===== src/rtl/ex_pkg.sv =====
package ex_pkg;

	// ##################################################
	// widths
	// ##################################################

	// one data word of the integer core.
	localparam int WORD_W = 32;

	// register file address width.
	localparam int REG_ADDR_W = 5;

	// only the low bits of operand 1 count as a shift amount.
	localparam int SHAMT_W = 5;

	typedef logic [WORD_W-1:0] word_t;

	// the full product and the HI/LO pair share this type.
	typedef logic [2*WORD_W-1:0] dword_t;

	typedef logic [REG_ADDR_W-1:0] reg_addr_t;

	// ##################################################
	// encodings
	// ##################################################

	// operation codes that reach the execute stage.
	typedef enum logic [5:0] {
		OP_NOP, OP_OR, OP_AND, OP_NOR, OP_XOR,
		OP_SLL, OP_SRL, OP_SRA,
		OP_ADD, OP_ADDU, OP_SUB, OP_SUBU,
		OP_SLT, OP_SLTU, OP_CLZ, OP_CLO,
		OP_MUL, OP_MULT, OP_MULTU,
		OP_MFHI, OP_MFLO, OP_MTHI, OP_MTLO,
		OP_MOVZ, OP_MOVN
	} alu_op_e;

	// result class, which picks the unit whose word is written back.
	typedef enum logic [2:0] {
		SEL_NONE,
		SEL_LOGIC,
		SEL_SHIFT,
		SEL_ARITH,
		SEL_MUL,
		SEL_MOVE
	} alu_sel_e;

	// what an instruction does to the HI/LO pair.
	// HILO_NONE must stay at zero, since a cleared register means no write.
	typedef enum logic [1:0] {
		HILO_NONE,
		HILO_PRODUCT,
		HILO_SET_HI,
		HILO_SET_LO
	} hilo_act_e;

	// ##################################################
	// helper constants
	// ##################################################

	localparam word_t  ZERO_WORD  = '0;
	localparam dword_t ZERO_DWORD = '0;

endpackage


===== src/rtl/ex_decode.sv =====
module ex_decode import ex_pkg::*; (
	input  logic      clk,
	input  logic      reset_i,
	input  logic      op_valid_i,
	input  alu_op_e   aluop_i,
	input  word_t     reg1_i,
	input  word_t     reg2_i,
	input  reg_addr_t wd_i,
	input  logic      wreg_i,
	output logic      dec_valid_o,
	output alu_op_e   dec_op_o,
	output alu_sel_e  dec_sel_o,
	output logic      dec_signed_o,
	output logic      dec_ov_check_o,
	output hilo_act_e dec_hilo_o,
	output word_t     dec_reg1_o,
	output word_t     dec_reg2_o,
	output reg_addr_t dec_wd_o,
	output logic      dec_wreg_o
);

	alu_sel_e  sel_d;
	hilo_act_e hilo_d;
	logic      signed_d;
	logic      ov_check_d;
	logic      keep_wreg_d;

	// classify the incoming code into a class and its side flags.
	// anything not listed, nop included, has no class and writes nothing.
	always_comb
	begin
		sel_d       = SEL_NONE;
		hilo_d      = HILO_NONE;
		signed_d    = 1'b0;
		ov_check_d  = 1'b0;
		keep_wreg_d = 1'b1;
		case (aluop_i)
			OP_OR, OP_AND, OP_NOR, OP_XOR:
				sel_d = SEL_LOGIC;
			OP_SLL, OP_SRL, OP_SRA:
				sel_d = SEL_SHIFT;
			OP_ADDU, OP_SUBU, OP_SLT, OP_SLTU, OP_CLZ, OP_CLO:
				sel_d = SEL_ARITH;
			OP_ADD, OP_SUB:
			begin
				// only the trapping forms drop the write on overflow.
				sel_d      = SEL_ARITH;
				ov_check_d = 1'b1;
			end
			OP_MUL:
			begin
				sel_d    = SEL_MUL;
				signed_d = 1'b1;
			end
			OP_MULT, OP_MULTU:
			begin
				// the product goes to HI/LO and never to the register file.
				sel_d       = SEL_MUL;
				signed_d    = (aluop_i == OP_MULT);
				hilo_d      = HILO_PRODUCT;
				keep_wreg_d = 1'b0;
			end
			OP_MFHI, OP_MFLO, OP_MOVZ, OP_MOVN:
				sel_d = SEL_MOVE;
			OP_MTHI:
			begin
				hilo_d      = HILO_SET_HI;
				keep_wreg_d = 1'b0;
			end
			OP_MTLO:
			begin
				hilo_d      = HILO_SET_LO;
				keep_wreg_d = 1'b0;
			end
			default:
				keep_wreg_d = 1'b0;
		endcase
	end

	// control flags, which are low whenever no instruction is held.
	always_ff @(posedge clk)
	begin
		if (reset_i)
		begin
			dec_valid_o <= 1'b0;
			dec_wreg_o  <= 1'b0;
			dec_hilo_o  <= HILO_NONE;
		end
		else
		begin
			dec_valid_o <= op_valid_i;
			dec_wreg_o  <= op_valid_i & wreg_i & keep_wreg_d;
			dec_hilo_o  <= op_valid_i ? hilo_d : HILO_NONE;
		end
	end

	// payload is only loaded on a strobe and otherwise holds.
	always_ff @(posedge clk)
	begin
		if (op_valid_i)
		begin
			dec_op_o       <= aluop_i;
			dec_sel_o      <= sel_d;
			dec_signed_o   <= signed_d;
			dec_ov_check_o <= ov_check_d;
			dec_reg1_o     <= reg1_i;
			dec_reg2_o     <= reg2_i;
			dec_wd_o       <= wd_i;
		end
	end

	// a decoded instruction exists only for one cycle after its strobe.
	a_dec_valid_after_strobe: assert property (@(posedge clk) disable iff (reset_i)
		dec_valid_o |-> $past(op_valid_i));

endmodule


===== src/rtl/ex_execute.sv =====
module ex_execute import ex_pkg::*; (
	input  logic      clk,
	input  logic      reset_i,
	input  logic      dec_valid_i,
	input  alu_op_e   dec_op_i,
	input  alu_sel_e  dec_sel_i,
	input  logic      dec_signed_i,
	input  logic      dec_ov_check_i,
	input  hilo_act_e dec_hilo_i,
	input  word_t     dec_reg1_i,
	input  word_t     dec_reg2_i,
	input  reg_addr_t dec_wd_i,
	input  logic      dec_wreg_i,
	output logic      exe_valid_o,
	output alu_op_e   exe_op_o,
	output alu_sel_e  exe_sel_o,
	output word_t     exe_word_o,
	output dword_t    exe_product_o,
	output word_t     exe_reg1_o,
	output hilo_act_e exe_hilo_o,
	output reg_addr_t exe_wd_o,
	output logic      exe_wreg_o
);

	word_t               logic_res;
	word_t               shift_res;
	word_t               arith_res;
	word_t               word_d;
	logic [SHAMT_W-1:0]  shamt;
	logic                is_sub;
	logic                opnd2_sign;
	word_t               opnd2_mux;
	word_t               result_sum;
	logic                ov_sum;
	logic                reg1_lt_reg2;
	word_t               mult_a;
	word_t               mult_b;
	dword_t              mag_product;
	dword_t              product;

	// index of the first set bit seen from the top, WORD_W when none is set.
	function automatic word_t lead_zeros(input word_t w);
		word_t n;
		logic  found;
		n     = word_t'(WORD_W);
		found = 1'b0;
		for (int i = WORD_W - 1; i >= 0; i--)
		begin
			if (!found && w[i])
			begin
				n     = word_t'(WORD_W - 1 - i);
				found = 1'b1;
			end
		end
		return n;
	endfunction

	// ##################################################
	// logic and shift
	// ##################################################

	assign shamt = dec_reg1_i[SHAMT_W-1:0];

	always_comb
	begin
		case (dec_op_i)
			OP_OR:   logic_res = dec_reg1_i | dec_reg2_i;
			OP_AND:  logic_res = dec_reg1_i & dec_reg2_i;
			OP_NOR:  logic_res = ~(dec_reg1_i | dec_reg2_i);
			default: logic_res = dec_reg1_i ^ dec_reg2_i;
		endcase
		case (dec_op_i)
			OP_SLL:  shift_res = dec_reg2_i << shamt;
			OP_SRL:  shift_res = dec_reg2_i >> shamt;
			default: shift_res = word_t'($signed(dec_reg2_i) >>> shamt);
		endcase
	end

	// ##################################################
	// add, subtract, compare, count
	// ##################################################

	// subtraction and signed compare share the adder with a negated operand 2.
	assign is_sub     = (dec_op_i == OP_SUB) || (dec_op_i == OP_SUBU) || (dec_op_i == OP_SLT);
	assign opnd2_mux  = is_sub ? (~dec_reg2_i + 1'b1) : dec_reg2_i;
	assign result_sum = dec_reg1_i + opnd2_mux;

	// overflow is judged on the sign of the true operand 2, so negating the most
	// negative word still counts as overflow.
	assign opnd2_sign = is_sub ? ~dec_reg2_i[WORD_W-1] : dec_reg2_i[WORD_W-1];
	assign ov_sum     = (dec_reg1_i[WORD_W-1] == opnd2_sign) &&
		(result_sum[WORD_W-1] != dec_reg1_i[WORD_W-1]);

	// with different signs the negative one is smaller; otherwise the
	// difference cannot overflow and its sign decides.
	always_comb
	begin
		if (dec_op_i == OP_SLT)
			reg1_lt_reg2 = (dec_reg1_i[WORD_W-1] != dec_reg2_i[WORD_W-1]) ?
				dec_reg1_i[WORD_W-1] : result_sum[WORD_W-1];
		else
			reg1_lt_reg2 = dec_reg1_i < dec_reg2_i;
	end

	always_comb
	begin
		case (dec_op_i)
			OP_SLT, OP_SLTU: arith_res = word_t'(reg1_lt_reg2);
			OP_CLZ:          arith_res = lead_zeros(dec_reg1_i);
			OP_CLO:          arith_res = lead_zeros(~dec_reg1_i);
			default:         arith_res = result_sum;
		endcase
	end

	// ##################################################
	// multiply
	// ##################################################

	// signed forms multiply magnitudes and fix the sign afterwards.
	assign mult_a      = (dec_signed_i && dec_reg1_i[WORD_W-1]) ? (~dec_reg1_i + 1'b1) : dec_reg1_i;
	assign mult_b      = (dec_signed_i && dec_reg2_i[WORD_W-1]) ? (~dec_reg2_i + 1'b1) : dec_reg2_i;
	assign mag_product = {ZERO_WORD, mult_a} * {ZERO_WORD, mult_b};
	assign product     = (dec_signed_i && (dec_reg1_i[WORD_W-1] ^ dec_reg2_i[WORD_W-1])) ?
		(~mag_product + 1'b1) : mag_product;

	// move results are picked later, once HI/LO is at hand.
	always_comb
	begin
		case (dec_sel_i)
			SEL_LOGIC: word_d = logic_res;
			SEL_SHIFT: word_d = shift_res;
			SEL_ARITH: word_d = arith_res;
			SEL_MUL:   word_d = product[WORD_W-1:0];
			default:   word_d = ZERO_WORD;
		endcase
	end

	always_ff @(posedge clk)
	begin
		if (reset_i)
		begin
			exe_valid_o <= 1'b0;
			exe_wreg_o  <= 1'b0;
			exe_hilo_o  <= HILO_NONE;
		end
		else
		begin
			exe_valid_o <= dec_valid_i;
			exe_wreg_o  <= dec_valid_i & dec_wreg_i & ~(dec_ov_check_i & ov_sum);
			exe_hilo_o  <= dec_valid_i ? dec_hilo_i : HILO_NONE;
		end
	end

	always_ff @(posedge clk)
	begin
		if (dec_valid_i)
		begin
			exe_op_o      <= dec_op_i;
			exe_sel_o     <= dec_sel_i;
			exe_word_o    <= word_d;
			exe_product_o <= product;
			exe_reg1_o    <= dec_reg1_i;
			exe_wd_o      <= dec_wd_i;
		end
	end

	// a register write always comes from some result class.
	a_exe_wreg_has_class: assert property (@(posedge clk) disable iff (reset_i)
		exe_valid_o |-> (exe_sel_o != SEL_NONE) || !exe_wreg_o);

endmodule


===== src/rtl/ex_result.sv =====
module ex_result import ex_pkg::*; (
	input  logic      clk,
	input  logic      reset_i,
	input  logic      exe_valid_i,
	input  alu_op_e   exe_op_i,
	input  alu_sel_e  exe_sel_i,
	input  word_t     exe_word_i,
	input  dword_t    exe_product_i,
	input  word_t     exe_reg1_i,
	input  hilo_act_e exe_hilo_i,
	input  reg_addr_t exe_wd_i,
	input  logic      exe_wreg_i,
	output logic      res_valid_o,
	output reg_addr_t wd_o,
	output logic      wreg_o,
	output word_t     wdata_o,
	output logic      whilo_o,
	output word_t     hi_o,
	output word_t     lo_o
);

	word_t hi_q;
	word_t lo_q;
	word_t move_res;

	// ##################################################
	// HI/LO pair
	// ##################################################

	// reads and writes of the pair both happen here, so an instruction one
	// cycle behind a writer already sees the new pair without forwarding.
	always_ff @(posedge clk)
	begin
		if (reset_i)
		begin
			{hi_q, lo_q} <= ZERO_DWORD;
		end
		else if (exe_valid_i)
		begin
			case (exe_hilo_i)
				HILO_PRODUCT: {hi_q, lo_q} <= exe_product_i;
				HILO_SET_HI:  hi_q <= exe_reg1_i;
				HILO_SET_LO:  lo_q <= exe_reg1_i;
				default:      {hi_q, lo_q} <= {hi_q, lo_q};
			endcase
		end
	end

	assign hi_o = hi_q;
	assign lo_o = lo_q;

	// ##################################################
	// write-back
	// ##################################################

	// movz and movn pass operand 1 whatever the condition operand holds.
	always_comb
	begin
		case (exe_op_i)
			OP_MFHI:          move_res = hi_q;
			OP_MFLO:          move_res = lo_q;
			OP_MOVZ, OP_MOVN: move_res = exe_reg1_i;
			default:          move_res = ZERO_WORD;
		endcase
	end

	always_ff @(posedge clk)
	begin
		if (reset_i)
		begin
			res_valid_o <= 1'b0;
			wreg_o      <= 1'b0;
			whilo_o     <= 1'b0;
		end
		else
		begin
			res_valid_o <= exe_valid_i;
			wreg_o      <= exe_valid_i & exe_wreg_i;
			whilo_o     <= exe_valid_i & (exe_hilo_i != HILO_NONE);
		end
	end

	always_ff @(posedge clk)
	begin
		if (exe_valid_i)
		begin
			wd_o    <= exe_wd_i;
			wdata_o <= (exe_sel_i == SEL_MOVE) ? move_res : exe_word_i;
		end
	end

	// write requests are only ever seen together with a valid result.
	a_res_flags_need_valid: assert property (@(posedge clk) disable iff (reset_i)
		(whilo_o || wreg_o) |-> res_valid_o);

endmodule


===== src/rtl/ex_unit.sv =====
module ex_unit import ex_pkg::*; (
	input  logic      clk,
	input  logic      reset_i,
	input  logic      op_valid_i,
	input  alu_op_e   aluop_i,
	input  word_t     reg1_i,
	input  word_t     reg2_i,
	input  reg_addr_t wd_i,
	input  logic      wreg_i,
	output logic      res_valid_o,
	output reg_addr_t wd_o,
	output logic      wreg_o,
	output word_t     wdata_o,
	output logic      whilo_o,
	output word_t     hi_o,
	output word_t     lo_o
);

	// decode to execute.
	logic      dec_valid, dec_signed, dec_ov_check, dec_wreg;
	alu_op_e   dec_op;
	alu_sel_e  dec_sel;
	hilo_act_e dec_hilo;
	word_t     dec_reg1, dec_reg2;
	reg_addr_t dec_wd;

	// execute to result.
	logic      exe_valid, exe_wreg;
	alu_op_e   exe_op;
	alu_sel_e  exe_sel;
	hilo_act_e exe_hilo;
	word_t     exe_word, exe_reg1;
	dword_t    exe_product;
	reg_addr_t exe_wd;

	ex_decode i_ex_decode (.clk, .reset_i, .op_valid_i, .aluop_i, .reg1_i, .reg2_i,
		.wd_i, .wreg_i, .dec_valid_o(dec_valid), .dec_op_o(dec_op), .dec_sel_o(dec_sel),
		.dec_signed_o(dec_signed), .dec_ov_check_o(dec_ov_check), .dec_hilo_o(dec_hilo),
		.dec_reg1_o(dec_reg1), .dec_reg2_o(dec_reg2), .dec_wd_o(dec_wd),
		.dec_wreg_o(dec_wreg));

	ex_execute i_ex_execute (.clk, .reset_i, .dec_valid_i(dec_valid), .dec_op_i(dec_op),
		.dec_sel_i(dec_sel), .dec_signed_i(dec_signed), .dec_ov_check_i(dec_ov_check),
		.dec_hilo_i(dec_hilo), .dec_reg1_i(dec_reg1), .dec_reg2_i(dec_reg2),
		.dec_wd_i(dec_wd), .dec_wreg_i(dec_wreg), .exe_valid_o(exe_valid),
		.exe_op_o(exe_op), .exe_sel_o(exe_sel), .exe_word_o(exe_word),
		.exe_product_o(exe_product), .exe_reg1_o(exe_reg1), .exe_hilo_o(exe_hilo),
		.exe_wd_o(exe_wd), .exe_wreg_o(exe_wreg));

	// HI/LO lives in the last step, two cycles behind the strobe.
	ex_result i_ex_result (.clk, .reset_i, .exe_valid_i(exe_valid), .exe_op_i(exe_op),
		.exe_sel_i(exe_sel), .exe_word_i(exe_word), .exe_product_i(exe_product),
		.exe_reg1_i(exe_reg1), .exe_hilo_i(exe_hilo), .exe_wd_i(exe_wd),
		.exe_wreg_i(exe_wreg), .res_valid_o, .wd_o, .wreg_o, .wdata_o, .whilo_o,
		.hi_o, .lo_o);

endmodule


===== config.mk =====
export PLATFORM = sky130hd
export DESIGN_NAME = ex_unit
export DESIGN_NICKNAME = d
export VERILOG_FILES = /design/src/rtl/ex_pkg.sv /design/src/rtl/ex_decode.sv /design/src/rtl/ex_execute.sv /design/src/rtl/ex_result.sv /design/src/rtl/ex_unit.sv
export SDC_FILE = /design/constraint.sdc
export NUM_CORES = 2
export LEC_CHECK = 0
export BUFFER_PORTS_ARGS = -buffer_cell sky130_fd_sc_hd__buf_2
export CORE_UTILIZATION = 35
export CTS_CLUSTER_DIAMETER = 150
export DETAILED_ROUTE_END_ITERATION = 8
export HOLD_SLACK_MARGIN = 0.1
export RECOVER_POWER = 100
export SLEW_MARGIN = 40
export SYNTH_ARGS = -nofsm -noshare
export SYNTH_HDL_FRONTEND = slang
export SYNTH_SLANG_ARGS = --single-unit

===== constraint.sdc =====
create_clock -name clk -period 20.5 [get_ports clk]
set_input_delay 4.1 -clock clk [delete_from_list [all_inputs] [get_ports clk]]
set_output_delay 4.1 -clock clk [all_outputs]
set_load 0.01 [all_outputs]

==> results.toml <==
[sta]
post-route-period-util = 0.696
maxSlewHeadroom = -1.74
timing.fmax_mhz = 70.1
final_max_slew_viol_count = 693
period_minus_slack_ns = 14.27
skew_ns = 0.0345
rsz0062_at_grt = "false"
tightest_slew_ns = 4.10
setup-violations-final = 0
tns_ns = 0
finalHoldViolations = 0

[logic_synthesis]
synth_most_common_cell = "inv_1"
synthCells = 6497
syn_area_per_cell_um2 = 8.75
synth_ff_type = "edfxtp_1"
synthTopCellsByArea = "fa_1, edfxtp_1, ha_1, inv_1, nor2_1"
netlist-cell-type-count = 99
synth-edff-count = 259
ys_top_cells_by_count = "inv_1, fa_1, nor2_1"
synth_warnings = 0
ys_ff_latch = 334
ys_seq_area_frac = 0.163
synth_area_um2 = 56900
synthArstFlopShare = 0
netlist.area_leader.share = 0.316
synthesis.nets = 7869
synth_top_area_cell = "fa_1"

[placement]
hpwl_um = 187000
gp_congestion = 1.03
placed_cell_area_um2 = 61500
portBuffers = 182
dp.cells = 8677

[floorplan]
die_h_um = 405
initial_core_util = 0.353
ios = 183
coreArea_um2 = 161000
die_w_um = 405
dieArea_um2 = 164000
rows = 147

[global_routing]
track_usage = 0.288
antenna_found_initial = 15
grt_overflow_total = 0
grt_pass1_wl_um = 344000
grt_start_max_net_pins = 97
grt_pass1_vias = 50400

[run]
maxCapViolCount = 17

[route]
drt-total-wl_um = 237000
drc = 0
dr.pass1.iters = 7
wl_per_cell_um = 27.1
via_count = 49400
post_drt_via_cell_ratio = 5.64
postRouteAntennaNets = 0
drtIter0Drc = 5041

[clocking]
path_clk_slew_ns = 0.06
post-cts-setup-buffers = 0
cts_resized = 0
cts_tree = "yes"
cts.path.max_buffers = 3
cts_sinks = 334
clockRootBuffer = "clkbuf_16"
cts_hold_buf = 0
htree_levels = 2
clock_latency_ns = 0.60
numCtsBuffers = 38

[finish]
n_fill_cell = 16300
area_growth_pct = 9.78
stdcell_count = 8756
drive_gt1_frac = 0.0625
stdcell_area_um2 = 62400
final_util = 0.388
nets = 7933

[setup_path]
timing.reg2reg.worst_path_depth = 32
rr_endpoint = "i_ex_execute.exe_product_o[63]$_DFFE_PP_"
arrival_ns = 14.60
critical_path.top_delay_family = "adder cells"
timing.rr.start = "i_ex_decode.dec_reg1_o[4]$_DFFE_PP_"
critPathKind = "flip-flop to flip-flop"
critPathCaptureType = "flip-flop"
reg2reg_slack_ns = 6.23
critical_path.max_stage_delay_ns = 2.45
cpMostUsedCell = "fa_1"
slowest_stage = "clkbuf_1"
path_depth = 32
crit_fanout = 71
critPathRequiredTime_ns = 20.83
crit_buf_inv = 8
critPathLaunchType = "flip-flop"

[worst_hold_path]
worst_hold_path.endpoint = "i_ex_result.wd_o[3]$_DFFE_PP_"
hold_path_class = "flip-flop to flip-flop"
min_path_cells = 0
hp-start = "i_ex_execute.exe_wd_o[3]$_DFFE_PP_"

[status]
violations = "capacitance limit, slew limit"
status = "complete, but fails checks"
[layer usage]
| metal | vias up | GRT usage | part of all wire |
|---|---|---|---|
| li1 | 21100 | - | - |
| met1 | 24900 | 0.363 | 0.38 |
| met2 | 2571 | 0.457 | 0.45 |
| met3 | 708 | 0.0483 | 0.085 |
| met4 | 10 | 0.185 | 0.079 |
| met5 | - | 0 | 0.00028 |
[worst max path at each step]
stage	slack (ns)	to	start
floorplan	8.83	i_ex_execute.exe_product_o[58]$_DFFE_PP_	i_ex_decode.dec_reg1_o[0]$_DFFE_PP_
global route	5.64	i_ex_execute.exe_product_o[63]$_DFFE_PP_	i_ex_decode.dec_reg1_o[4]$_DFFE_PP_
CTS	7.70	i_ex_execute.exe_product_o[63]$_DFFE_PP_	i_ex_decode.dec_reg2_o[0]$_DFFE_PP_
global placement	7.81	i_ex_execute.exe_product_o[63]$_DFFE_PP_	i_ex_decode.dec_reg1_o[3]$_DFFE_PP_
detailed placement	7.80	i_ex_execute.exe_product_o[63]$_DFFE_PP_	i_ex_decode.dec_reg2_o[0]$_DFFE_PP_
finish	6.23	i_ex_execute.exe_product_o[63]$_DFFE_PP_	i_ex_decode.dec_reg1_o[4]$_DFFE_PP_
[registers in the layout, indices dropped and copies added, names as in the netlist, 2 cells and up]
register	cells
i_ex_decode.dec_hilo_o	2
i_ex_decode.dec_op_o	6
i_ex_decode.dec_reg1_o	32
i_ex_decode.dec_reg2_o	32
i_ex_decode.dec_sel_o	3
i_ex_decode.dec_wd_o	5
i_ex_execute.exe_hilo_o	2
i_ex_execute.exe_op_o	6
i_ex_execute.exe_product_o	64
i_ex_execute.exe_reg1_o	32
i_ex_execute.exe_sel_o	3
i_ex_execute.exe_wd_o	5
i_ex_execute.exe_word_o	32
i_ex_result.hi_o	32
i_ex_result.lo_o	32
i_ex_result.wd_o	5
i_ex_result.wdata_o	32
[stage by stage]
stage / hold slack, ns / setup WS (ns)
4_1_cts: 0.422 / 7.70
5_1_grt: 0.423 / 5.64
2_1_floorplan: 0.400 / 8.83
6_report: 0.419 / 6.23
3_3_place_gp: 0.402 / 7.81
3_5_place_dp: 0.406 / 7.80
[final cells by class]
| cell class | instances | area, um^2 | share of cell area |
|---|---|---|---|
| multi-input cells | 4768 | 43000 | 0.689 |
| flip-flops and latches | 334 | 9280 | 0.149 |
| inverters | 1028 | 3860 | 0.0618 |
| well taps | 2160 | 2700 | 0.0433 |
| repair buffers | 391 | 2280 | 0.0366 |
| clock buffers | 49 | 1010 | 0.0162 |
| clock inverters | 20 | 235 | 0.00377 |
| diodes | 6 | 15.0 | 0.000241 |
[cells in the final DEF, fill, tap and decap left out, types with 11 or more instances in the layout]
| master | n |
|---|---|
| nor2b_1 | 20 |
| o211ai_1 | 27 |
| mux2i_1 | 147 |
| buf_8 | 14 |
| o21a_1 | 13 |
| and2_1 | 29 |
| o21ai_0 | 254 |
| nor2_1 | 871 |
| a21oi_1 | 268 |
| o22ai_1 | 60 |
| xor2_1 | 87 |
| xnor2_4 | 19 |
| nand4_1 | 33 |
| a21o_1 | 45 |
| or3_1 | 17 |
| a31oi_1 | 32 |
| or2_2 | 11 |
| a222oi_1 | 32 |
| clkbuf_1 | 170 |
| a221o_1 | 17 |
| nand2b_1 | 46 |
| clkbuf_16 | 38 |
| xnor2_1 | 167 |
| fa_1 | 897 |
| xnor2_2 | 40 |
| nor4_1 | 29 |
| dfxtp_1 | 75 |
| inv_1 | 1022 |
| nand2_1 | 717 |
| buf_4 | 150 |
| o21bai_1 | 23 |
| o31ai_1 | 20 |
| nand3_1 | 50 |
| edfxtp_1 | 259 |
| and3_1 | 20 |
| buf_2 | 64 |
| o21ai_1 | 11 |
| ha_1 | 394 |
| nor3_1 | 63 |
| a211oi_1 | 96 |
[logic make-up (layout without fill, tap and decap cells)]
group | count (synthesis) | in the layout | synth area share
XOR/XNOR | 313 | 313 | 0.0482
multiplexers | 159 | 159 | 0.0300
buffers and inverters | 1395 | 1488 | 0.0925
AND/OR/NAND/NOR | 1966 | 1966 | 0.146
flip-flops | 334 | 334 | 0.163
AO/OA/AOI/OAI | 1037 | 1037 | 0.117
other | 0 | 6 | 0
adder cells (fa/ha/maj) | 1293 | 1293 | 0.403
Power is left out: the tool's default activity adds up to more than one toggle a clock period on the data nets, which glitch-free logic cannot reach.
